--- src/hdl/acq_defines.svh ---
`ifndef ACQ_DEFINES_SVH
`define ACQ_DEFINES_SVH

// adc sample, over-range flag in bit 0
`define ACQ_SAMPLE_W   13
`define ACQ_HALF_W     16    // one sample after sign extension
`define ACQ_WORD_W     32    // two samples per buffer word, also the header word width

////////////////////////////////////////
// sample buffer geometry
`define ACQ_ADDR_W     12
`define ACQ_DEPTH      4096  // physical words, buffer_size may be smaller

// header record
`define ACQ_HDR_WORDS  3     // channel, trigger number, start address
`define ACQ_FIFO_DEPTH 16    // power of two

`endif

--- src/hdl/acq_types_pkg.sv ---
`include "acq_defines.svh"

package acq_types_pkg;

  // raw adc sample as it comes off the pins
  typedef logic [`ACQ_SAMPLE_W-1:0] sample_t;

  // packed pair of sign-extended samples, b in the high half
  typedef logic [`ACQ_WORD_W-1:0] buf_word_t;

  typedef logic [`ACQ_ADDR_W-1:0] buf_addr_t;   // buffer word address

  // sizes and counters, one bit wider than the address so the full depth fits
  typedef logic [`ACQ_ADDR_W:0] word_count_t;

  ////////////////////////////////////////
  // header fields
  typedef logic [`ACQ_WORD_W-1:0] trig_num_t;   // event number
  typedef logic [`ACQ_WORD_W-1:0] chan_num_t;   // channel id

endpackage

--- src/hdl/acq_if.sv ---
interface header_if;
  import acq_types_pkg::*;

  logic      wr_en;   // push one header word
  buf_word_t din;
  logic      rd_en;   // pop, dout valid the next cycle
  buf_word_t dout;
  logic      empty;
  logic      full;    // a push while full is dropped

  // acquisition controller side
  modport writer (output wr_en, output din);

  // storage owner
  modport fifo (
    input  wr_en,
    input  din,
    input  rd_en,
    output dout,
    output empty,
    output full
  );

  // readout side
  modport reader (output rd_en, input dout, input empty);

endinterface

--- src/hdl/header_fifo.sv ---
`include "acq_defines.svh"

module header_fifo #(
  parameter int DEPTH = `ACQ_FIFO_DEPTH   // power of two
) (
  input logic     clk,
  input logic     reset,
  header_if.fifo  hdr
);
  import acq_types_pkg::*;

  localparam int PTR_W = $clog2(DEPTH);

  buf_word_t        mem [DEPTH];
  logic [PTR_W-1:0] wr_ptr;   // wraps on its own
  logic [PTR_W-1:0] rd_ptr;
  logic [PTR_W:0]   count;    // 0 .. DEPTH
  logic             do_wr;
  logic             do_rd;

  assign do_wr = hdr.wr_en && !hdr.full;    // push while full is lost
  assign do_rd = hdr.rd_en && !hdr.empty;

  assign hdr.empty = (count == '0);
  assign hdr.full  = count[PTR_W];          // top bit only set at DEPTH

  ////////////////////////////////////////
  // pointers and occupancy
  always_ff @(posedge clk) begin
    if (reset) begin
      wr_ptr <= '0;
      rd_ptr <= '0;
      count  <= '0;
    end else begin
      if (do_wr) begin
        wr_ptr <= wr_ptr + 1'b1;
      end
      if (do_rd) begin
        rd_ptr <= rd_ptr + 1'b1;
      end
      case ({do_wr, do_rd})
        2'b10:   count <= count + 1'b1;
        2'b01:   count <= count - 1'b1;
        default: ;  // both or neither, no change
      endcase
    end
  end

  // storage, dout holds until the next pop
  always_ff @(posedge clk) begin
    if (do_wr) begin
      mem[wr_ptr] <= hdr.din;
    end
    if (do_rd) begin
      hdr.dout <= mem[rd_ptr];
    end
  end

endmodule

--- src/flat_wrapper.sv ---
// flat-port wrapper written by rule: the top's interface ports become plain ports
module header_fifo_flat import acq_types_pkg::*;
#(
  parameter int DEPTH = `ACQ_FIFO_DEPTH                  
)
  (clk, reset, hdr_wr_en, hdr_din, hdr_rd_en, hdr_dout, hdr_empty, hdr_full);
  header_if hdr_i ();
  input logic clk;
  input logic reset;
  input wire logic [$bits(hdr_i.wr_en)-1:0] hdr_wr_en;
  input wire logic [$bits(hdr_i.din)-1:0] hdr_din;
  input wire logic [$bits(hdr_i.rd_en)-1:0] hdr_rd_en;
  output wire logic [$bits(hdr_i.dout)-1:0] hdr_dout;
  output wire logic [$bits(hdr_i.empty)-1:0] hdr_empty;
  output wire logic [$bits(hdr_i.full)-1:0] hdr_full;
  assign hdr_i.wr_en = hdr_wr_en;
  assign hdr_i.din = hdr_din;
  assign hdr_i.rd_en = hdr_rd_en;
  assign hdr_dout = hdr_i.dout;
  assign hdr_empty = hdr_i.empty;
  assign hdr_full = hdr_i.full;
  header_fifo #(.DEPTH(DEPTH)) u_core (.clk(clk), .reset(reset), .hdr(hdr_i));
endmodule
--- config.mk ---
export PLATFORM = sky130hd
export DESIGN_NAME = header_fifo_flat
export DESIGN_NICKNAME = d
export VERILOG_FILES = /design/src/hdl/acq_types_pkg.sv /design/src/hdl/acq_if.sv /design/src/hdl/header_fifo.sv /design/src/flat_wrapper.sv
export VERILOG_INCLUDE_DIRS = /design/src /design/src/hdl
export SDC_FILE = /design/constraint.sdc
export NUM_CORES = 1
export LEC_CHECK = 0
export ABC_AREA = 1
export BUFFER_PORTS_ARGS = -buffer_cell sky130_fd_sc_hd__buf_2
export CORE_MARGIN = 10
export CORE_UTILIZATION = 60
export CTS_CLUSTER_DIAMETER = 30
export DETAILED_ROUTE_END_ITERATION = 10
export PLACE_DENSITY_LB_ADDON = 0.2
export SLEW_MARGIN = 15
export SYNTH_ARGS = -nofsm -noshare
export SYNTH_HDL_FRONTEND = slang
export SYNTH_SLANG_ARGS = --single-unit
--- constraint.sdc ---
create_clock -name clk -period 3.1 [get_ports clk]
set_clock_uncertainty 0.2 [all_clocks]
set_input_delay 0 -clock clk [delete_from_list [all_inputs] [get_ports clk]]
set_output_delay 0 -clock clk [all_outputs]
set_load 0.02 [all_outputs]
Yosys cells after proc, flatten, opt, wreduce, memory -nomap -nowiden
Memories as Yosys holds them, arrays and structs flattened. A register that Yosys moved wholly into a read port is not among the register bits.
Cells that the tools add are included.
{"block": "totals", "input_bits": 36, "mem_bits_rw": 512, "elab_cells": 19, "memories": 1, "reg_bits": 13, "out_inout_bits": 34}
{"block": "classes", "n_eq_ne": 2, "add_sub_neg": 4, "n_reduce_logical": 6, "muxes": 3}
{"memory": "u_core.mem", "words": 16, "word_bits": 32, "rd": 1, "rd_ports_with_merged_regs": 1, "wr": 1, "line_no": "header_fifo.sv:14", "source": "buf_word_t mem [DEPTH];"}
{"operator": "one-hot mux 5 bit (2 select lines)", "n": 1}
{"operator": "adder 4 x 1 -> 4 bit (second input constant)", "n": 2}
{"operator": "adder 5 x 1 -> 5 bit (second input constant)", "n": 1}
{"operator": "logical NOT 5 bit", "n": 1}
{"operator": "subtractor 5 x 1 -> 5 bit (second input constant)", "n": 1}
{"operator": "== test 2 x 1 -> 1 bit (second input constant)", "n": 1}
{"operator": "== test 2 bit (second input constant)", "n": 1}
{"operator": "logical AND 1 bit", "n": 2}
{"operator": "logical NOT 1 bit", "n": 2}
{"operator": "2-to-1 mux 1 bit", "n": 2}
{"operator": "nonzero test 2 bit", "n": 1}

Depth between registers and ports, before layout
{"block": "logic_depth", "ltp_word": 5, "mapped_depth": 15, "depth_no_buf": 15}

Least setup slack after synthesis
OpenSTA, ideal clock, no wires.
{"block": "synth_timing", "path_type": "register to register", "from": "register u_core.count[4]", "to": "register u_core.count[4]", "path_slack_ns": 0.141, "setup_ns": 0.109, "arrival_ns": 2.650, "stages_incl_launch_ff": 16, "cell_sequence": "dfxtp_1 > nor2_1 > nand3_1 > nand2_1 > inv_1 > ha_1 > inv_1 > fa_1 > inv_1 > nand2_1 > nand2_1 > nand2_1 > nand2_1 > nand3_1 > nand2_1 > inv_1"}
{"block": "synth_between", "elab_chain_len": 5, "word_cells_on_any_way": 11, "cone_classes": "add/sub: 2; eq/ne: 2; mux: 1; reduce/logical: 6"}
{"item": "from (decl)", "line_no": "header_fifo.sv:17", "source": "logic [PTR_W:0] count;"}
{"item": "from (signal assigned)", "line_no": "header_fifo.sv:42", "source": "2'b10: count <= count + 1'b1;"}
{"item": "from (signal assigned)", "line_no": "header_fifo.sv:43", "source": "2'b01: count <= count - 1'b1;"}
{"item": "logical NOT 5 bit *", "line_no": "header_fifo.sv:24", "source": "assign hdr.empty = (count == '0);"}
{"item": "logical NOT 1 bit *", "line_no": "header_fifo.sv:22", "source": "assign do_rd = hdr.rd_en && !hdr.empty;"}
{"item": "logical AND 1 bit *", "line_no": "header_fifo.sv:22"}
{"item": "named net u_core.do_rd", "line_no": "header_fifo.sv:19", "source": "logic do_rd;"}
{"item": "== test 2 x 1 -> 1 bit / == test 2 bit (equally long branches)", "line_no": "header_fifo.sv:41", "source": "case ({do_wr, do_rd})"}
{"item": "one-hot mux 5 bit (2 select lines) / nonzero test 2 bit (equally long branches)"}
The timed path passes the listed nets; every way through them passes the cells marked *.
A chain may end at the register's enable or synchronous reset.

Worst setup path after layout
{"block": "layout_timing", "from": "register u_core.count[1]", "to": "register u_core.count[4]"}
Same word-level chain as after synthesis.

==> impl_metrics.toml <==
[critical_path]
r2r_start = "u_core.count[1]$_SDFFE_PP0P_"
r2r_end = "u_core.count[4]$_SDFFE_PP0P_"
crit_chain = "nor2_1 -> nand3_1 -> nand2_1 -> inv_2 -> ha_1 -> inv_1 -> fa_1 -> inv_1 -> nand2_1 -> nand2_1 -> nand2_1 -> nand2_1 -> nand3_1 -> nand2_1 -> inv_1"
path_class = "reg -> reg"
required_ns = 3.42
rrSetupSlack_ns = 0.69
critPathBufInv = 4
slowest_delay_ns = 0.40
cp_slowest_cell = "fa_1"
cp_max_fo = 5
crit_path_end_kind = "register"
startpoint_type = "register"
reg2reg_depth = 15
cpMostUsedCell = "nand2_1"
cp.arrival_ns = 2.72
path_delay_family = "simple AND/OR/NAND/NOR gates"

[placement]
dp_slack_ns = 0.726
placed_cell_area_um2 = 24700
dpl.hpwl_um = 28900
port_buffers = 69
place.gp.congestion = 0.816

[detailed_routing]
first_pass_iters = 5
viasPerCell = 5.47
antenna_left = 0
vias = 16256
wire_per_inst_um = 19.5
drcViolationCount = 0
initialDrtViolationCount = 1739
routed_wl_um = 57800

[timing]
slew_viol_final = 0
setup_viol = 0
post-route-period-util_pct = 77.7
slew_headroom_pct = 28.4
worst_slew_pin_slew_ns = 1.07
rsz0062_at_grt = "no"
min_period_ns = 2.41
hold_violations = 0
finalSetupTns_ns = 0
fmax_mhz = 415
timing.final.ws_setup_ns = 0.693

[grt]
grt_overflow_total = 0
first_global_vias = 16575
grt_util_all_layers_pct = 24.3
grt_pass1_wl_um = 90500
grt_max_degree = 139
antenna_found_initial = 1

[power_and_ir_drop]
p_leak_nw = 12.1
peakVddDrop_mv = 0.643
powerDensity_nw_per_um2 = 855

[die]
die_x_um = 219
rows = 72
die-area_um2 = 48000
start_util_pct = 61.1
fp.dieH_um = 219
ios = 70
coreArea_um2 = 38900

[synth]
synth.most_common_cell = "nand2_1"
syn_inst = 2227
synth_area_leader_cell = "edfxtp_1"
synthTopCellsByCount = "703 x nand2_1, 544 x edfxtp_1, 405 x inv_1"
synth_cell_types = 22
async_flop_share_pct = 0
synth-seq-cells = 557
synth_ff_type = "edfxtp_1"
syn-cell-area_um2 = 23800
synth_top_area_share_pct = 68.7
synth-edff-count = 544
synth.area.top_cells = "edfxtp_1 69%, nand2_1 11%, nand3_1 8.3%"
synth_area_per_cell_um2 = 10.7
synth_nets = 2273
yosysSeqAreaShare_pct = 69.8
ys_warn_count = 0

[finish]
fin_area_um2 = 28400
fill_cells = 2551
final_nets = 2415
syn2layout_area_growth_pct = 19.4
drive_above_1_share_pct = 12.1

[min_path]
min_path_cells = 5
min_from = "reset"
worstHoldEndpoint = "u_core.count[3]$_SDFFE_PP0P_"
hp-class = "in -> reg"

[clock_tree]
clock_tree.root_cell = "clkbuf_16"
path_clk_slew_ns = 0.05
clock_sinks = 557
cts.repair.resized = 0
cts_tree = "yes"
cts_buffer_depth = 3
cts_buffers = 100
clock_latency_ns = 0.62
cts.htree.levels = 3

[outcome]
status = "completed"

[job]
drv_cap = 0
flip-flops by register name (all words and copies together) (netlist names):
signal	cells
u_core.hdr.dout	32
u_core.count	5
u_core.wr_ptr	4
u_core.rd_ptr	4
u_core.mem	512
per-stage QoR:
stage	util [%]	power (W)	std cells	hold WS, ns
final	72.9	0.0243	2970	0.0416
after global routing	72.9	0.0252	2970	0.0780
after CTS	72.9	0.0243	2969	0.0330
after detailed placement	63.4	0.0137	2748	0.0781
after global placement	63.4	0.0136	2748	0.0762
after floorplan	-	0.0124	2227	-0.131
power by group:
part / internal, W / switching [W]
sequential: 0.00885 / 0.000232
clock: 0.00691 / 0.00372
combinational: 0.00134 / 0.00320
total: 0.0171 / 0.00715
layout make-up:
| class | count | area (um^2) | area share [%] |
|---|---|---|---|
| sequential | 557 | 16600 | 58.5 |
| multi-input combinational | 1155 | 5070 | 17.9 |
| tap | 518 | 648 | 2.28 |
| timing repair buffer | 147 | 1160 | 4.09 |
| inverter | 408 | 1540 | 5.42 |
| antenna | 1 | 2.50 | 0.00882 |
| clock buffer | 112 | 2610 | 9.20 |
| clock inverter | 72 | 728 | 2.57 |
worst min-delay path, delay by kind of cell:
family | cells | cell delay (ns)
simple gates | 1 | 0.06
buf+inv | 3 | 0.71
compound gates | 1 | 0.05
worst max-delay path by stage:
stage | slack (ns) | from | to | cells past startpoint
6_report | 0.69 | u_core.count[1]$_SDFFE_PP0P_ | u_core.count[4]$_SDFFE_PP0P_ | 15
5_1_grt | 0.50 | u_core.count[4]$_SDFFE_PP0P_ | u_core.count[4]$_SDFFE_PP0P_ | 15
3_3_place_gp | 0.82 | u_core.count[1]$_SDFFE_PP0P_ | u_core.count[4]$_SDFFE_PP0P_ | 15
2_1_floorplan | 0.14 | u_core.count[4]$_SDFFE_PP0P_ | u_core.count[4]$_SDFFE_PP0P_ | 15
4_1_cts | 0.71 | u_core.count[1]$_SDFFE_PP0P_ | u_core.count[4]$_SDFFE_PP0P_ | 15
3_5_place_dp | 0.73 | u_core.count[1]$_SDFFE_PP0P_ | u_core.count[4]$_SDFFE_PP0P_ | 15
placed cells by master (no fill, tap or decap), types with 2 or more instances in the layout:
cell type        n
clkbuf_1         9
dfxtp_1          9
clkinvlp_4      11
buf_4           30
clkbuf_16      103
ha_1             9
edfxtp_1       544
inv_6            6
buf_12          11
buf_2           69
bufinv_16       10
clkinv_1        15
clkinv_8         2
dlygate4sd3_1   37
clkinv_2        14
nand3_1        393
o21ai_0          6
dfxtp_4          2
inv_2            3
inv_1          403
clkinv_4        14
dfxtp_2          2
nor2_4          16
nor2_1          15
a21oi_1          9
nand2_1        703
timing repair:
| item | in CTS | in global routing |
|---|---|---|
| buffers inserted | 0 | 0 |
| endpoints found under the setup margin | 0 | 0 |
| hold buffers | 37 | 0 |
| hold endpoints to repair | 525 | 0 |
cell families (layout without fill, tap and decap cells):
logic type | after synthesis | in the layout | share of synthesized area [%]
and+or+nand+nor | 1128 | 1128 | 19.9
DFF | 557 | 557 | 69.8
buffers and inverters | 515 | 739 | 9.31
AOI/OAI and AO/OA | 15 | 15 | 0.316
adders and majority gates | 10 | 10 | 0.558
xor gates and xnor gates | 2 | 2 | 0.0737
other | 0 | 1 | 0
metal layers:
metal | part of all wire, % | wire, um | GRT usage [%] | up-vias
li1 | - | - | - | 7534
met1 | 38 | 22200 | 30.6 | 7779
met2 | 49 | 28500 | 41.1 | 806
met3 | 9.1 | 5250 | 4.40 | 137
met4 | 3.1 | 1810 | 9.95 | 0
met5 | 0 | 0 | 0 | -
Power figures use the tool's default switching activity.
