**src/hdl/acq_defines.svh**
```systemverilog
`ifndef ACQ_DEFINES_SVH
`define ACQ_DEFINES_SVH

// adc sample, over-range flag in bit 0
`define ACQ_SAMPLE_W   13
`define ACQ_HALF_W     16    // one sample after sign extension
`define ACQ_WORD_W     32    // two samples per buffer word, also the header word width

////////////////////////////////////////
// sample buffer geometry
`define ACQ_ADDR_W     12
`define ACQ_DEPTH      4096  // physical words, buffer_size may be smaller

// header record
`define ACQ_HDR_WORDS  3     // channel, trigger number, start address
`define ACQ_FIFO_DEPTH 16    // power of two

`endif

```
**src/hdl/acq_types_pkg.sv**
```systemverilog
`include "acq_defines.svh"

package acq_types_pkg;

  // raw adc sample as it comes off the pins
  typedef logic [`ACQ_SAMPLE_W-1:0] sample_t;

  // packed pair of sign-extended samples, b in the high half
  typedef logic [`ACQ_WORD_W-1:0] buf_word_t;

  typedef logic [`ACQ_ADDR_W-1:0] buf_addr_t;   // buffer word address

  // sizes and counters, one bit wider than the address so the full depth fits
  typedef logic [`ACQ_ADDR_W:0] word_count_t;

  ////////////////////////////////////////
  // header fields
  typedef logic [`ACQ_WORD_W-1:0] trig_num_t;   // event number
  typedef logic [`ACQ_WORD_W-1:0] chan_num_t;   // channel id

endpackage

```
**src/hdl/acq_state_pkg.sv**
```systemverilog
package acq_state_pkg;

  // acquisition controller
  typedef enum logic [2:0] {
    ACQ_IDLE,    // after reset, waits for arm
    ACQ_FILL,    // first pass through the buffer, trig ignored
    ACQ_ARMED,   // circular writing, waits for trig
    ACQ_POST,    // post-trigger words
    ACQ_HEADER,  // one header word per cycle into the fifo
    ACQ_DONE     // record complete, holds until the next arm
  } acq_state_t;

  // readout sequencer
  typedef enum logic [1:0] {
    RD_IDLE,     // waits for a header
    RD_HDR,      // pops the header words
    RD_DATA      // walks the circular data window
  } rd_state_t;

endpackage

```
**src/hdl/acq_if.sv**
```systemverilog
interface header_if;
  import acq_types_pkg::*;

  logic      wr_en;   // push one header word
  buf_word_t din;
  logic      rd_en;   // pop, dout valid the next cycle
  buf_word_t dout;
  logic      empty;
  logic      full;    // a push while full is dropped

  // acquisition controller side
  modport writer (output wr_en, output din);

  // storage owner
  modport fifo (
    input  wr_en,
    input  din,
    input  rd_en,
    output dout,
    output empty,
    output full
  );

  // readout side
  modport reader (output rd_en, input dout, input empty);

endinterface

```
**src/hdl/acq_control.sv**
```systemverilog
`include "acq_defines.svh"

module acq_control (
  input  logic                       clk,
  input  logic                       reset,
  input  logic                       arm,               // restart, any state
  input  logic                       trig,              // only taken in ACQ_ARMED
  input  logic                       trig_num_we,       // load initial_trig_num
  input  acq_types_pkg::word_count_t buffer_size,       // circular window in words
  input  acq_types_pkg::word_count_t post_trig_size,    // words after the trigger word
  input  acq_types_pkg::chan_num_t   channel_num,
  input  acq_types_pkg::trig_num_t   initial_trig_num,
  output logic                       acq_done,          // level, cleared by arm
  output logic                       wr_en,             // sample buffer write
  output acq_types_pkg::buf_addr_t   wr_addr,
  output acq_types_pkg::trig_num_t   current_trig_num,  // number the next trigger takes
  header_if.writer                   hdr
);
  import acq_types_pkg::*;
  import acq_state_pkg::*;

  acq_state_t  state;
  word_count_t cnt;         // shared by fill, post and header phases
  trig_num_t   trig_num;
  buf_addr_t   addr_next;   // wrapped at buffer_size
  logic        last_fill;
  logic        last_post;
  logic        last_hdr;

  // one word per cycle while sampling
  assign wr_en = (state == ACQ_FILL) || (state == ACQ_ARMED) || (state == ACQ_POST);
  assign acq_done = (state == ACQ_DONE);
  assign current_trig_num = trig_num;

  assign addr_next = ({1'b0, wr_addr} == buffer_size - 1'b1) ? '0 : wr_addr + 1'b1;

  assign last_fill = (cnt == buffer_size - 1'b1);
  assign last_post = (cnt == post_trig_size - 1'b1);
  assign last_hdr  = (cnt == word_count_t'(`ACQ_HDR_WORDS - 1));

  ////////////////////////////////////////
  // arm / fill / trigger / post machine
  always_ff @(posedge clk) begin
    if (reset) begin
      state   <= ACQ_IDLE;
      cnt     <= '0;
      wr_addr <= '0;
    end else if (arm) begin
      state   <= ACQ_FILL;   // start over from address 0
      cnt     <= '0;
      wr_addr <= '0;
    end else begin
      if (wr_en) begin
        wr_addr <= addr_next;
      end
      case (state)
        ACQ_FILL: begin
          if (last_fill) begin
            state <= ACQ_ARMED;  // whole window holds fresh samples
            cnt   <= '0;
          end else begin
            cnt <= cnt + 1'b1;
          end
        end
        ACQ_ARMED: begin
          if (trig) begin
            cnt <= '0;
            // trigger word goes in this cycle, no post words means straight to header
            state <= (post_trig_size == '0) ? ACQ_HEADER : ACQ_POST;
          end
        end
        ACQ_POST: begin
          if (last_post) begin
            state <= ACQ_HEADER;
            cnt   <= '0;
          end else begin
            cnt <= cnt + 1'b1;
          end
        end
        ACQ_HEADER: begin
          if (last_hdr) begin
            state <= ACQ_DONE;
            cnt   <= '0;
          end else begin
            cnt <= cnt + 1'b1;
          end
        end
        default: ;  // idle and done wait for arm
      endcase
    end
  end

  // trigger number, load wins over the increment
  always_ff @(posedge clk) begin
    if (reset) begin
      trig_num <= '0;
    end else if (trig_num_we) begin
      trig_num <= initial_trig_num;
    end else if ((state == ACQ_HEADER) && last_hdr) begin
      trig_num <= trig_num + 1'b1;   // after the record has used it
    end
  end

  ////////////////////////////////////////
  // header words
  assign hdr.wr_en = (state == ACQ_HEADER);

  always_comb begin
    case (cnt[1:0])
      2'd0:    hdr.din = channel_num;
      2'd1:    hdr.din = trig_num;
      // wr_addr already points past the last post-trigger word
      default: hdr.din = buf_word_t'(wr_addr);
    endcase
  end

endmodule

```
**src/flat_wrapper.sv**
```systemverilog
// flat-port wrapper written by rule: the top's interface ports become plain ports
module acq_control_flat import acq_types_pkg::*; import acq_state_pkg::*;
  (clk, reset, arm, trig, trig_num_we, buffer_size, post_trig_size, channel_num, initial_trig_num, acq_done, wr_en, wr_addr, current_trig_num, hdr_wr_en, hdr_din);
  header_if hdr_i ();
  input  logic clk;
  input  logic reset;
  input  logic arm;
  input  logic trig;
  input  logic trig_num_we;
  input  acq_types_pkg::word_count_t buffer_size;
  input  acq_types_pkg::word_count_t post_trig_size;
  input  acq_types_pkg::chan_num_t channel_num;
  input  acq_types_pkg::trig_num_t initial_trig_num;
  output logic acq_done;
  output logic wr_en;
  output acq_types_pkg::buf_addr_t wr_addr;
  output acq_types_pkg::trig_num_t current_trig_num;
  output wire logic [$bits(hdr_i.wr_en)-1:0] hdr_wr_en;
  output wire logic [$bits(hdr_i.din)-1:0] hdr_din;
  assign hdr_wr_en = hdr_i.wr_en;
  assign hdr_din = hdr_i.din;
  acq_control u_core (.clk(clk), .reset(reset), .arm(arm), .trig(trig), .trig_num_we(trig_num_we), .buffer_size(buffer_size), .post_trig_size(post_trig_size), .channel_num(channel_num), .initial_trig_num(initial_trig_num), .acq_done(acq_done), .wr_en(wr_en), .wr_addr(wr_addr), .current_trig_num(current_trig_num), .hdr(hdr_i));
endmodule
```
**config.mk**
```make
export PLATFORM = sky130hd
export DESIGN_NAME = acq_control_flat
export DESIGN_NICKNAME = d
export VERILOG_FILES = /design/src/hdl/acq_types_pkg.sv /design/src/hdl/acq_state_pkg.sv /design/src/hdl/acq_if.sv /design/src/hdl/acq_control.sv /design/src/flat_wrapper.sv
export VERILOG_INCLUDE_DIRS = /design/src /design/src/hdl
export SDC_FILE = /design/constraint.sdc
export NUM_CORES = 1
export LEC_CHECK = 0
export BUFFER_PORTS_ARGS = -buffer_cell sky130_fd_sc_hd__buf_4
export CAP_MARGIN = 20
export CELL_PAD_IN_SITES_DETAIL_PLACEMENT = 1
export CELL_PAD_IN_SITES_GLOBAL_PLACEMENT = 2
export CORE_AREA = 2 2 133 135
export CTS_BUF_LIST = sky130_fd_sc_hd__clkbuf_8 sky130_fd_sc_hd__clkbuf_16
export CTS_CLUSTER_DIAMETER = 150
export DETAILED_ROUTE_END_ITERATION = 8
export DIE_AREA = 0 0 135 137
export PLACE_DENSITY = 0.9
export SLEW_MARGIN = 20
export SYNTH_ARGS = -nofsm -noshare
export SYNTH_HDL_FRONTEND = slang
export SYNTH_SLANG_ARGS = --single-unit
export TNS_END_PERCENT = 10
```
**constraint.sdc**
```tcl
create_clock -name clk -period 4.9 [get_ports clk]
set_clock_uncertainty 0.05 [all_clocks]
set_input_delay 0.245 -clock clk [delete_from_list [all_inputs] [get_ports clk]]
set_output_delay 0.245 -clock clk [all_outputs]
set_load 0.01 [all_outputs]
```
Yosys cells after proc, flatten, opt, wreduce, memory -nomap -nowiden
Cells that the tools add are included.
{ "op_classes": {"n_addsub": 5, "eq_ne": 18, "mux": 16, "n_reduce_logical": 12} }
{ "ops": {"columns": ["operator", "n"], "rows": [
  ["two-way mux 32 bit", 2],
  ["case mux 32 bit (2 select lines)", 1],
  ["two-way mux 13 bit", 4],
  ["case mux 13 bit (4 select lines)", 1],
  ["adder 32 x 1 -> 32 bit, second input constant", 1],
  ["equality test 13 bit", 2],
  ["subtractor 13 x 1 -> 13 bit, second input constant", 2],
  ["two-way mux 3 bit", 5],
  ["adder 13 x 1 -> 13 bit, second input constant", 1],
  ["equality test 12 x 13 -> 1 bit", 1],
  ["equality test 13 x 2 -> 1 bit, second input constant", 1],
  ["logical NOT 13 bit", 1],
  ["adder 12 x 1 -> 12 bit, second input constant", 1],
  ["two-way mux 12 bit", 1],
  ["case mux 3 bit (4 select lines)", 1],
  ["AND reduction 5 bit", 2],
  ["!= test 3 x 2 -> 1 bit, second input constant", 3],
  ["equality test 3 x 2 -> 1 bit, second input constant", 2],
  ["equality test 3 bit, second input constant", 2],
  ["!= test 2 x 1 -> 1 bit, second input constant", 3],
  ["nonzero test 5 bit", 1],
  ["nonzero test 4 bit", 1],
  ["equality test 3 x 1 -> 1 bit, second input constant", 1],
  ["!= test 3 bit, second input constant", 1],
  ["9 further kinds", 10]
]} }
{ "totals": {"register_bits": 60, "inputBits": 95, "out_inout_bits": 79, "wordCells": 56} }

Depth between registers and ports, before layout
{ "logic_depth": {"ltp_word": 5, "mapped_depth": 12, "mapped_depth_nobuf": 10} }

Worst setup path after synthesis
Ideal clock, no wire load.
{ "synth_timing": {"path_type": "reg-to-reg", "from": "register u_core.cnt[0]", "to": "register u_core.cnt[7]", "setup_ns": 0.132, "t_arrival_ns": 2.563, "required_ns": 4.718, "path_slack_ns": 2.154, "path_stages_with_launch": 12, "n_path_buf": 1, "synth_period_minus_slack_ns": 2.746, "cell_sequence": "dfxtp_1 > inv_1 > ha_1 > nor4b_1 > a31oi_1 > nor4_1 > o2111ai_1 > or4_1 > o2bb2ai_2 > buf_2 > o21ai_1 > a21oi_1"} }
{ "synth_via": {"elab_chain_len": 3, "elab_cells_between_ends": 8, "classes_between": "1 x add/sub; 3 x eq/ne; 4 x mux"} }
{ "synth_lines": {"columns": ["element", "line_no", "text"], "rows": [
  ["start, declared", "acq_control.sv:23", "word_count_t cnt;"],
  ["start signal, assigned", "acq_control.sv:62", "cnt <= cnt + 1'b1;"],
  ["start signal, assigned", "acq_control.sv:77", "cnt <= cnt + 1'b1;"],
  ["start signal, assigned", "acq_control.sv:85", "cnt <= cnt + 1'b1;"],
  ["adder 13 x 1 -> 13 bit, or another cell as far along", "acq_control.sv:62, acq_control.sv:77, acq_control.sv:85", null],
  ["two-way mux 13 bit, on equally long branches", "acq_control.sv:81, acq_control.sv:58, acq_control.sv:73", null],
  ["case mux 13 bit (4 select lines) (*)", "acq_control.sv:56", "case (state)"]
]} }
Every way passes the cells marked *; elsewhere a longest branch is shown, timed or not.
A chain may end at the register's enable or synchronous reset.

Worst setup path in the final report
{ "layout_timing": {"from": "register u_core.cnt[0]", "to": "register u_core.cnt[2]"} }
Same word-level chain as after synthesis.

==> out/results.ini <==
[worst_setup_path]
cp-end-kind=flop
rr_startpoint=u_core.cnt[0]
path_cells=inv_1 > ha_1 > nor4b_1 > a31oi_1 > nor4_1 > o2111ai_1 > or4_1 > o2bb2ai_2 > nand4b_1 > a31oi_1
slowest_delay_ps=560
required_ps=5060
cpMostUsedCell=a31oi_1
cp-start-kind=flop
cp_max_fo=20
criticalPathCategory=flop to flop
cpMaxStageDelayCell=or4_1
crit_start=u_core.cnt[0]
worstPathArrival_ps=3500

[final_layout]
postLayoutCoreUtil_pct=39.24
ff_latch_area_um2=1201
fillers=2144
area_growth_pct=33.42
nets=927
multiInputGateArea_um2=3501
instances_no_fill=1054
final_layout_size_suffix_gt1_share_pct=25.21
diodes=0

[worst_hold_path]
hp-start=initial_trig_num[2]
min_path_type=input port to flop

[drt]
viasPerCell=5.240
ant_nets=0
wl_met1_um=8293
highest_layer=met4
drcViolationCount=0
post_drt_wl_per_cell_um=17.93
met2_length_um=9213
drt-initial-drc-count=321
dr.pass1.iters=4
vias=5523
drt_wl_total_um=18900
wl_met3_um=1300

[timing]
setup_viol=0
final-hold-violation-count=0
drv_slew=0
fin_crit_sh_pct=68.13
slew_headroom_pct=42.75
rsz0062_at_grt=no
worst_pin_slew_ps=853.6
fin_setup_tns_ps=0
finalCriticalPeriod_ps=3338
whs_ps=82.32
max_freq_mhz=299.5

[power]
power.total_uw=1501
sw_frac_of_total_pct=27.86
switching_power_uw=418.2
pwr-share-clk_pct=43.3
p_seq_share_pct=35.7
ir_worst_vdd_uv=157.7
p_comb_share_pct=20.9
leakage_uw=0.002806
p_per_area_nw_per_um2=224.2
p_int_uw=1083

[clock_network]
clk_latency_ps=340
clock-sinks=60
cts_hold_buf=0
ctsHtreeMaxLevel=3
cts_resized=0
cts_buffers=9
cts-root-buf=clkbuf_16
cts_setup_buffers=0
cts_tree=yes
clk_path_buf_depth=2
cts.clk_slew.worst_paths_ps=60

[floorplanning]
die_h_um=137
fp.dieArea_um2=18500
die_x_um=135
std_cell_rows=48
core_um2=17060
start_util_pct=29.41
pin_count=174

[logic_synthesis]
ys_warn_count=0
ys_top_cells_by_area=dfxtp_1 (24%), xnor2_1 (8.7%), nor2_1 (6.5%)
synth_top_family_by_area=simple AND/OR/NAND/NOR gates
synth-edff-count=0
synth.distinct_cells=63
synthAdderAreaFrac_pct=1.996
synthMuxAreaShare_pct=2.619
postSynthCellCount=685
synth_top_cell_area_share_pct=23.95
synth-xor-area-share_pct=15.64
avgSynthCellArea_um2=7.323
syn_area_um2=5016
synth_compound_area_share_pct=17.61
yosys.area_share.simple_pct=31.93
synth_nets=788
ys_seq_elements=60
synth_ff_type=dfxtp_1
ys_seq_area_share_pct=23.95
synth_area_leader_cell=dfxtp_1
async_flop_share_pct=0

[place]
gp_congestion=0.8564
io_buffers=173
placed_cells=1038
dpl.hpwl_um=14620

[global_route]
grt_max_degree=57
grt_pass1_vias=5452
antenna_found_initial=0
grt_overflow=0
grt.total_usage_pct=20.48
grt_pass1_wl_um=29610

[run_status]
outcome=finished, final reports clean

[flow_run]
maxCapViolations=0

==> stage by stage <==
| stage | setup slack (ps) | area [um^2] |
|---|---|---|
| floorplan | 2154 | 5016 |
| global placement | 1566 | 6387 |
| detailed placement | 1470 | 6387 |
| CTS | 1602 | 6693 |
| global route | 1225 | 6693 |
| finish | 1562 | 6693 |
==> area by class of cell <==
| class | count | share of cell area, % |
|---|---|---|
| flip-flops and latches | 60 | 17.95 |
| clock buffers | 11 | 3.776 |
| repair buffers | 176 | 19.74 |
| multi-input cells | 555 | 52.31 |
| well taps | 225 | 4.206 |
| inverters | 22 | 1.234 |
| clock inverters | 5 | 0.7852 |
==> registers in the layout, indices dropped and copies added (netlist names) <==
signal,cells
u_core.cnt,13
u_core.current_trig_num,32
u_core.state,3
u_core.wr_addr,12
==> path summary, 6_finish.rpt <==
kind	endpoint	slack, ps	cells after the start
worst max-delay path	u_core.cnt[2]	1560	10
worst min-delay path	u_core.current_trig_num[2]	80	3
worst max register to register	u_core.cnt[2]	1560	10
worst min register to register	u_core.cnt[1]	530	2
==> power by group through the flow <==
stage / clock, uW / sequential, uW / combinational (uW)
finish: 651 / 536 / 314
CTS: 667 / 537 / 317
detailed placement: 0 / 547 / 315
floorplan: 0 / 542 / 152
global route: 691 / 540 / 343
global placement: 0 / 547 / 312
==> placed cells by master, fill, tap and decap left out, drive strengths merged, types with 24 or more instances in the layout <==
cell type,n
nand2,83
o21ai,28
dfxtp,60
nor2,87
buf,176
nand3,35
a21oi,32
xnor2,50
xor2,29
inv,24
==> logic make-up after synthesis <==
kind of cell / after synthesis
flops: 60
xor+xnor: 83
simple gates: 320
buf+inv: 70
fa+ha+maj: 8
mux: 13
compound gates: 131
==> worst max-delay path, delay by kind of cell, from the launching register on <==
kind,cells,cell delay (ps)
AO/OA/AOI/OAI,4,850
buffers and inverters,1,140
AND/OR/NAND/NOR,4,1640
flip-flops,1,390
adder cells (fa/ha/maj),1,150
==> cell usage after synthesis, types with 3 or more instances <==
cell type / count
buf_4: 3
and2_1: 6
nor2b_1: 4
dfxtp_1: 60
or3_1: 5
o311a_1: 4
o21ai_0: 22
buf_2: 8
nand2_1: 83
a21o_1: 4
xnor2_1: 50
a22oi_1: 12
nand3_1: 34
nand2b_1: 5
a21oi_1: 32
nor3_1: 19
or4_1: 3
nor4_1: 10
o21ai_1: 6
nand3b_1: 5
inv_1: 21
and4_1: 9
buf_6: 4
ha_1: 8
xor2_1: 29
and3_1: 12
a31oi_1: 14
clkbuf_1: 31
or2_2: 6
o2111ai_1: 3
a22o_1: 21
nor2_1: 87
mux2i_1: 12
nand4_1: 18
==> routing by layer <==
metal | track usage [%] | up-vias
li1 | - | 2697
met1 | 25.78 | 2657
met2 | 36.38 | 161
met3 | 4.556 | 8
met4 | 3.356 | 0
met5 | 0 | -
No activity file was read; power rests on OpenSTA's default activity.
