`src/hdl/acq_defines.svh`:
```
`ifndef ACQ_DEFINES_SVH
`define ACQ_DEFINES_SVH

// adc sample, over-range flag in bit 0
`define ACQ_SAMPLE_W   13
`define ACQ_HALF_W     16    // one sample after sign extension
`define ACQ_WORD_W     32    // two samples per buffer word, also the header word width

////////////////////////////////////////
// sample buffer geometry
`define ACQ_ADDR_W     12
`define ACQ_DEPTH      4096  // physical words, buffer_size may be smaller

// header record
`define ACQ_HDR_WORDS  3     // channel, trigger number, start address
`define ACQ_FIFO_DEPTH 16    // power of two

`endif

```
`src/hdl/acq_types_pkg.sv`:
```
`include "acq_defines.svh"

package acq_types_pkg;

  // raw adc sample as it comes off the pins
  typedef logic [`ACQ_SAMPLE_W-1:0] sample_t;

  // packed pair of sign-extended samples, b in the high half
  typedef logic [`ACQ_WORD_W-1:0] buf_word_t;

  typedef logic [`ACQ_ADDR_W-1:0] buf_addr_t;   // buffer word address

  // sizes and counters, one bit wider than the address so the full depth fits
  typedef logic [`ACQ_ADDR_W:0] word_count_t;

  ////////////////////////////////////////
  // header fields
  typedef logic [`ACQ_WORD_W-1:0] trig_num_t;   // event number
  typedef logic [`ACQ_WORD_W-1:0] chan_num_t;   // channel id

endpackage

```
`src/hdl/acq_state_pkg.sv`:
```
package acq_state_pkg;

  // acquisition controller
  typedef enum logic [2:0] {
    ACQ_IDLE,    // after reset, waits for arm
    ACQ_FILL,    // first pass through the buffer, trig ignored
    ACQ_ARMED,   // circular writing, waits for trig
    ACQ_POST,    // post-trigger words
    ACQ_HEADER,  // one header word per cycle into the fifo
    ACQ_DONE     // record complete, holds until the next arm
  } acq_state_t;

  // readout sequencer
  typedef enum logic [1:0] {
    RD_IDLE,     // waits for a header
    RD_HDR,      // pops the header words
    RD_DATA      // walks the circular data window
  } rd_state_t;

endpackage

```
`src/hdl/acq_if.sv`:
```
interface header_if;
  import acq_types_pkg::*;

  logic      wr_en;   // push one header word
  buf_word_t din;
  logic      rd_en;   // pop, dout valid the next cycle
  buf_word_t dout;
  logic      empty;
  logic      full;    // a push while full is dropped

  // acquisition controller side
  modport writer (output wr_en, output din);

  // storage owner
  modport fifo (
    input  wr_en,
    input  din,
    input  rd_en,
    output dout,
    output empty,
    output full
  );

  // readout side
  modport reader (output rd_en, input dout, input empty);

endinterface

```
`src/hdl/readout_sequencer.sv`:
```
`include "acq_defines.svh"

module readout_sequencer (
  input  logic                       clk,
  input  logic                       reset,
  input  acq_types_pkg::word_count_t buffer_size,   // words per record
  input  acq_types_pkg::buf_word_t   rd_data,       // from the sample buffer
  output acq_types_pkg::buf_addr_t   rd_addr,
  output acq_types_pkg::buf_word_t   out_data,
  output logic                       out_valid,     // no back-pressure
  output logic                       out_last,
  header_if.reader                   hdr
);
  import acq_types_pkg::*;
  import acq_state_pkg::*;

  rd_state_t   state;
  word_count_t cnt;          // header words, then data words
  buf_addr_t   addr_q;       // address for the following data cycle
  logic        first_data;
  logic        last_hdr;
  logic        last_data;
  logic        issue;        // a header pop or buffer read this cycle
  logic        data_sel;     // output stage source, high for buffer data

  assign hdr.rd_en = (state == RD_HDR);   // 3 back-to-back pops

  assign first_data = (state == RD_DATA) && (cnt == '0);
  assign last_hdr   = (cnt == word_count_t'(`ACQ_HDR_WORDS - 1));
  assign last_data  = (cnt == buffer_size - 1'b1);
  assign issue      = (state == RD_HDR) || (state == RD_DATA);

  // start address is on dout right when the window opens
  assign rd_addr = first_data ? hdr.dout[`ACQ_ADDR_W-1:0] : addr_q;

  ////////////////////////////////////////
  // sequencing
  always_ff @(posedge clk) begin
    if (reset) begin
      state  <= RD_IDLE;
      cnt    <= '0;
      addr_q <= '0;
    end else begin
      case (state)
        RD_IDLE: begin
          if (!hdr.empty) begin
            state <= RD_HDR;
            cnt   <= '0;
          end
        end
        RD_HDR: begin
          if (last_hdr) begin
            state <= RD_DATA;
            cnt   <= '0;
          end else begin
            cnt <= cnt + 1'b1;
          end
        end
        RD_DATA: begin
          // circular walk, wraps at buffer_size
          addr_q <= ({1'b0, rd_addr} == buffer_size - 1'b1) ? '0 : rd_addr + 1'b1;
          if (last_data) begin
            state <= RD_IDLE;
            cnt   <= '0;
          end else begin
            cnt <= cnt + 1'b1;
          end
        end
        default: state <= RD_IDLE;
      endcase
    end
  end

  ////////////////////////////////////////
  // output stage, lines up with the 1-cycle read of fifo and buffer
  always_ff @(posedge clk) begin
    if (reset) begin
      out_valid <= 1'b0;
      out_last  <= 1'b0;
      data_sel  <= 1'b0;
    end else begin
      out_valid <= issue;
      out_last  <= (state == RD_DATA) && last_data;
      data_sel  <= (state == RD_DATA);
    end
  end

  assign out_data = data_sel ? rd_data : hdr.dout;   // header words first

endmodule

```
`src/flat_wrapper.sv`:
```
// flat-port wrapper written by rule: the top's interface ports become plain ports
module readout_sequencer_flat import acq_types_pkg::*; import acq_state_pkg::*;
  (clk, reset, buffer_size, rd_data, rd_addr, out_data, out_valid, out_last, hdr_rd_en, hdr_dout, hdr_empty);
  header_if hdr_i ();
  input  logic clk;
  input  logic reset;
  input  acq_types_pkg::word_count_t buffer_size;
  input  acq_types_pkg::buf_word_t rd_data;
  output acq_types_pkg::buf_addr_t rd_addr;
  output acq_types_pkg::buf_word_t out_data;
  output logic out_valid;
  output logic out_last;
  output wire logic [$bits(hdr_i.rd_en)-1:0] hdr_rd_en;
  input wire logic [$bits(hdr_i.dout)-1:0] hdr_dout;
  input wire logic [$bits(hdr_i.empty)-1:0] hdr_empty;
  assign hdr_rd_en = hdr_i.rd_en;
  assign hdr_i.dout = hdr_dout;
  assign hdr_i.empty = hdr_empty;
  readout_sequencer u_core (.clk(clk), .reset(reset), .buffer_size(buffer_size), .rd_data(rd_data), .rd_addr(rd_addr), .out_data(out_data), .out_valid(out_valid), .out_last(out_last), .hdr(hdr_i));
endmodule
```
`config.mk`:
```
export PLATFORM = sky130hd
export DESIGN_NAME = readout_sequencer_flat
export DESIGN_NICKNAME = d
export VERILOG_FILES = /design/src/hdl/acq_types_pkg.sv /design/src/hdl/acq_state_pkg.sv /design/src/hdl/acq_if.sv /design/src/hdl/readout_sequencer.sv /design/src/flat_wrapper.sv
export VERILOG_INCLUDE_DIRS = /design/src /design/src/hdl
export SDC_FILE = /design/constraint.sdc
export NUM_CORES = 1
export LEC_CHECK = 0
export ABC_AREA = 1
export BUFFER_PORTS_ARGS = -buffer_cell sky130_fd_sc_hd__buf_2
export CORE_MARGIN = 2
export CORE_UTILIZATION = 46
export CTS_CLUSTER_SIZE = 8
export DETAILED_ROUTE_END_ITERATION = 16
export MAX_ROUTING_LAYER = met4
export PLACE_DENSITY = 0.8
export SLEW_MARGIN = 15
export SYNTH_ARGS = -nofsm -noshare
export SYNTH_HDL_FRONTEND = slang
export SYNTH_SLANG_ARGS = --single-unit
export TNS_END_PERCENT = 100
```
`constraint.sdc`:
```
create_clock -name clk -period 2.4 [get_ports clk]
set_input_delay 0.24 -clock clk [delete_from_list [all_inputs] [get_ports clk]]
set_output_delay 0.24 -clock clk [all_outputs]
set_load 0.005 [all_outputs]
```
-- Yosys cells after proc, flatten, opt, wreduce, memory -nomap -nowiden
Index checks and enable logic that the tools add are counted.
- flip-flop bits (word level): 30
- bits of input ports: 80
- output and inout port bits: 47
- word-level logic and storage cells: 36
- $add $sub $neg: 3
- eq/ne operators: 8
- mux-type cells: 11
- reductions and logical operators: 8
- operator list (kind ; number):
    13-bit two-way mux ; 3
    13-bit case mux with 3 select lines ; 1
    32-bit two-way mux ; 1
    12-bit two-way mux ; 2
    13-bit by 1-bit adder with 13-bit output (second input constant) ; 1
    12-bit by 13-bit == test with 1-bit output ; 1
    13-bit == test ; 1
    13-bit by 2-bit == test with 1-bit output (second input constant) ; 1
    13-bit logical NOT ; 1
    13-bit by 1-bit subtractor with 13-bit output (second input constant) ; 1
    12-bit by 1-bit adder with 12-bit output (second input constant) ; 1
    2-bit two-way mux ; 3
    2-bit case mux with 3 select lines ; 1
    2-bit by 1-bit inequality test with 1-bit output (second input constant) ; 2
    3-bit AND reduction ; 1
    3-bit nonzero test ; 1
    2-bit by 1-bit == test with 1-bit output (second input constant) ; 1
    2-bit == test (second input constant) ; 1
    1-bit logical AND ; 2
    2-bit logical NOT ; 1
    2-bit inequality test (second input constant) ; 1
    2-bit AND reduction ; 1
    1-bit logical OR ; 1

-- Logic depth before layout (Yosys ltp)
- depth in word-level cells: 5
- depth in mapped cells: 19

-- Worst setup path after synthesis
No wires, ideal clock.
- path type: reg2reg
- from: register u_core.state[0]
- to: register u_core.addr_q[6]
- setup time: 69 ps
- data arrival time: 2162 ps
- data required time: 2331 ps
- slack: 168 ps
- cell stages (with the launch flop): 18
- buffers on the path: 1
- clock period less this slack: 2232 ps
- cells stage by stage: dfxtp_1 inv_1 ha_1 nand2_1 clkinv_1 nand2_1 nor2_4 buf_4 nand3_1 nand2_2 ha_1 nand2_1 nor2_2 nand2_1 xor2_1 inv_1 nand3_2 a21oi_2
- word-level cells in the longest chain between the ends: 5
- RTL lines (what ; line ; text):
    start, declared ; readout_sequencer.sv:17 ; rd_state_t state;
    start signal, assigned ; readout_sequencer.sv:40 ; state <= RD_IDLE;
    start signal, assigned ; readout_sequencer.sv:47 ; state <= RD_HDR;
    start signal, assigned ; readout_sequencer.sv:53 ; state <= RD_DATA;
    2-bit == test * ; readout_sequencer.sv:28 ; assign first_data = (state == RD_DATA) && (cnt == '0);
    1-bit logical AND * ; readout_sequencer.sv:28 ;
    12-bit two-way mux * ; readout_sequencer.sv:34 ; assign rd_addr = first_data ? hdr.dout[`ACQ_ADDR_W-1:0] : addr_q;
    net rd_addr[1] ; flat_wrapper.sv:9 ; output acq_types_pkg::buf_addr_t rd_addr;
    12-bit by 1-bit adder with 12-bit output / 12-bit by 13-bit == test with 1-bit output (equally long branches) ; readout_sequencer.sv:61 ; addr_q <= ({1'b0, rd_addr} == buffer_size - 1'b1) ? '0 : rd_addr + 1'b1;
    12-bit two-way mux * ; readout_sequencer.sv:61 ;
    end signal, assigned ; readout_sequencer.sv:61 ;
    end, declared ; readout_sequencer.sv:19 ; buf_addr_t addr_q;
The timed path passes the listed nets; every way through them passes the cells marked *.
A chain may end at the register's enable or synchronous reset.

-- Worst setup path after layout
- from: register u_core.cnt[0]
- to: register u_core.addr_q[6]
- word-level cells in the longest chain between the ends: 5
- RTL lines (what ; line ; text):
    start, declared ; readout_sequencer.sv:18 ; word_count_t cnt;
    start signal, assigned ; readout_sequencer.sv:56 ; cnt <= cnt + 1'b1;
    start signal, assigned ; readout_sequencer.sv:66 ; cnt <= cnt + 1'b1;
    13-bit logical NOT * ; readout_sequencer.sv:28 ;
    1-bit logical AND * ; readout_sequencer.sv:28 ;
    12-bit two-way mux * ; readout_sequencer.sv:34 ;
    12-bit by 1-bit adder with 12-bit output / 12-bit by 13-bit == test with 1-bit output (equally long branches) ; readout_sequencer.sv:61 ;
    12-bit two-way mux * ; readout_sequencer.sv:61 ;
Every way passes the cells marked *; elsewhere a longest branch is shown, timed or not.

==> flow_summary_export.csv <==
group,metric,value,unit
layout,nets,788,
sta,skew,0.00772,ns
synth,syn_area_per_cell,6.03,um^2
critical_path,worstPathArrival,2.44,ns
clocking,htree_levels,2,
die,start_util,46.9,%
die,dieArea,0.00802,mm^2
placement,port_buffers,126,
pwr,total_power,2.70,mW
die,die_h,89.5,um
clocking,clock-sinks,30,
synth,yosys.area.top_type,"nand2_1",
grt,grtUsageTotal,26.5,%
critical_path,worstPathMaxFanout,6,
clocking,cts_made_buffers,5,
critical_path,startpoint_type,"flop",
synth,synth.yosys.seq_area_share,17.8,%
synth,yosys_warnings,0,
pwr,p_leak,2.23,nW
synth,netlist_area,0.00337,mm^2
grt,antenna_found_initial,0,
pwr,powerDensity,613,mW/mm^2
placement,pre_cts_ws,0.0403,ns
detailed_routing,drc,0,
detailed_routing,drt_iter0_drc,162,
detailed_routing,antenna_left,0,
min_path,holdCritPathClass,"primary input to flop",
detailed_routing,vias_per_cell,5.05,
grt,grt_pass1_wl,16200,um
detailed_routing,drtPass1Iterations,5,
synth,synthTopCellsByArea,"nand2_1 (21%), dfxtp_1 (18%), mux2_2 (9.0%)",
synth,synth.top_cell.area_share,20.6,%
layout,num_antenna_cells,0,
synth,synth_nets,648,
die,core,0.00718,mm^2
synth,synth.distinct_cells,30,
synth,synthFlopType,"dfxtp_1",
grt,grt_pass1_vias,3546,
synth,synthArstFlopShare,0,%
sta,min_period,2.29,ns
clocking,clock_path_buffers,2,
critical_path,crit_type,"flop to flop",
detailed_routing,routed_wl,10800,um
critical_path,crit_end,"u_core.addr_q[6]$_SDFFE_PP0P_",
synth,synth_most_common_cell,"nand2_1",
critical_path,slowest_stage,"dfxtp_2",
clocking,clk_pin_slew_worst_paths,0.07,ns
critical_path,crit_start,"u_core.cnt[0]$_SDFFE_PP0P_",
job,drv_cap,0,
synth,synth_edf_count,0,
sta,relSlewSlack,54.1,%
placement,dp_hpwl,8530,um
sta,finalHoldWorstSlack,0.360,ns
detailed_routing,wl_per_cell,13.5,um
critical_path,cpLargestDelayFamily,"simple AND/OR/NAND/NOR gates",
synth,syn_inst,558,
layout,fill_cells,691,
critical_path,slowest_delay,0.33,ns
sta,finalSetupTns,0,ns
outcome,status,"completed",
sta,finalWorstSetupSlack,0.114,ns
clocking,postCtsHoldBufs,0,
critical_path,rr_startpoint,"u_core.cnt[0]$_SDFFE_PP0P_",
clocking,cts_root_buf,"clkbuf_8",
die,io_pins,127,
grt,grt-ovfl-total,0,
clocking,cts_tree,"done",
critical_path,cp.required,2.55,ns
synth,ys_ff_latch,30,
layout,syn2layout_area_growth,30.9,%
synth,synthTopCellsByCount,"nand2_1 (185), inv_1 (65), nand3_1 (58), nor2_1 (46), dfxtp_1 (30)",
critical_path,r2r_setup_slack,0.11,ns
sta,fin_crit_sh,95.3,%
sta,setup_viol,0,
critical_path,r2r.worst_path.cells,19,
grt,grt_start_max_net_pins,38,
die,rows,31,
detailed_routing,vias,4028,
layout,final_cell_area,0.00441,mm^2
critical_path,cp.depth,19,
die,die_width,89.5,um
clocking,clk_latency,0.29,ns
sta,worst_pin_slew,0.688,ns
sta,finalMaxSlewViolations,0,
placement,dpl-instance-area,0.00415,mm^2
critical_path,path_buf_inv,5,
sta,timing_hold_violations_final,0,
layout,drive_gt1_share,37.2,%
critical_path,rr_endpoint,"u_core.addr_q[6]$_SDFFE_PP0P_",
critical_path,path_cells,"inv_1 -> ha_2 -> nand2_2 -> inv_2 -> nand2_2 -> nor2_4 -> buf_8 -> buf_6 -> buf_4 -> nand3_1 -> nand2_2 -> nand2_1 -> nand2_1 -> nor2_1 -> nand2_1 -> nor2_4 -> nand2_4 -> nand3_2 -> a21oi_2",
pwr,vdd_drop_max,0.362,mV
placement,gp_congestion,0.921,
critical_path,cp-end-kind,"flop",
sta,max_freq,437,MHz
-- worst reg2reg max path: stages, from the launching register on --
cell and delay, ns:
dfxtp_2 0.33, inv_1 0.06, ha_2 0.19, nand2_2 0.07, inv_2 0.04, nand2_2 0.06
nor2_4 0.05, buf_8 0.13, buf_6 0.13, buf_4 0.13, nand3_1 0.07, nand2_2 0.11
nand2_1 0.08, nand2_1 0.05, nor2_1 0.10, nand2_1 0.09, nor2_4 0.18, nand2_4 0.12
nand3_2 0.11, a21oi_2 0.06
-- kinds of logic (layout without fill, tap and decap cells) --
kind of cell / Yosys count / count (layout) / synth area share [%]
fa+ha+maj: 10 / 10 / 3.72
mux: 27 / 27 / 9.03
compound gates: 40 / 40 / 7.51
flops: 30 / 30 / 17.8
buf+inv: 92 / 232 / 11.6
xor+xnor: 18 / 18 / 4.68
simple gates: 341 / 342 / 45.7
-- routing by layer --
metal  global-route usage [%]  routed length [um]  vias to the layer above
li1                         -                   -                     2046
met1                     31.1                4570                     1822
met2                     47.1                5510                      143
met3                     3.51                 553                       17
met4                     7.06                 139                        0
met5                        -                   0                        -
-- report_power, final --
part / switching, mW / internal [mW]
clock: 0.209 / 0.230
combinational: 1.00 / 0.670
sequential: 0.0367 / 0.554
total: 1.25 / 1.45
-- state kept, by name (all words and copies together) (netlist names) --
signal and count:
u_core.cnt 13, u_core.addr_q 12, u_core.out_valid 1, u_core.out_last 1, u_core.data_sel 1, u_core.state 2
-- cells in the final DEF, fill, tap and decap left out, drive strengths merged --
master,count
nand2,204
nor4,2
mux2,27
nand3,71
dfxtp,30
inv,72
buf,151
ha,10
o21ai,14
xor2,16
or2,1
clkbuf,6
clkinv,2
a21oi,26
xnor2,2
nor2,53
nor3,4
clkinvlp,1
nand4,7
-- per-stage QoR --
stage / std cells / utilization, %
after floorplan: 558 / -
after global placement: 782 / 57.9
after detailed placement: 782 / 57.9
after CTS: 790 / 59.2
after global routing: 798 / 61.4
final: 798 / 61.4
-- cell type report --
type	instances	area (um^2)	area share, %
multi-input combinational	437	2460	55.9
timing repair buffer	151	842	19.1
sequential	30	607	13.8
inverter	73	277	6.27
tap	99	124	2.81
clock buffer	6	82.6	1.87
clock inverter	2	12.5	0.284
-- how the worst min path moves through the flow --
stage / end / cells past startpoint / start
after global routing: u_core.state[1]$_SDFFE_PP0P_ / 5 / hdr_empty
after detailed placement: u_core.addr_q[11]$_SDFFE_PP0P_ / 2 / u_core.addr_q[11]$_SDFFE_PP0P_
after global placement: u_core.addr_q[11]$_SDFFE_PP0P_ / 2 / u_core.addr_q[11]$_SDFFE_PP0P_
after CTS: u_core.state[1]$_SDFFE_PP0P_ / 4 / hdr_empty
final: u_core.state[1]$_SDFFE_PP0P_ / 5 / hdr_empty
after floorplan: u_core.addr_q[8]$_SDFFE_PP0P_ / 2 / u_core.addr_q[8]$_SDFFE_PP0P_
-- what timing repair did --
action,in CTS,in global routing
endpoints found under the setup margin,0,12
resized for setup,0,31
setup buffers,0,7
No activity file was read; power rests on OpenSTA's default activity.
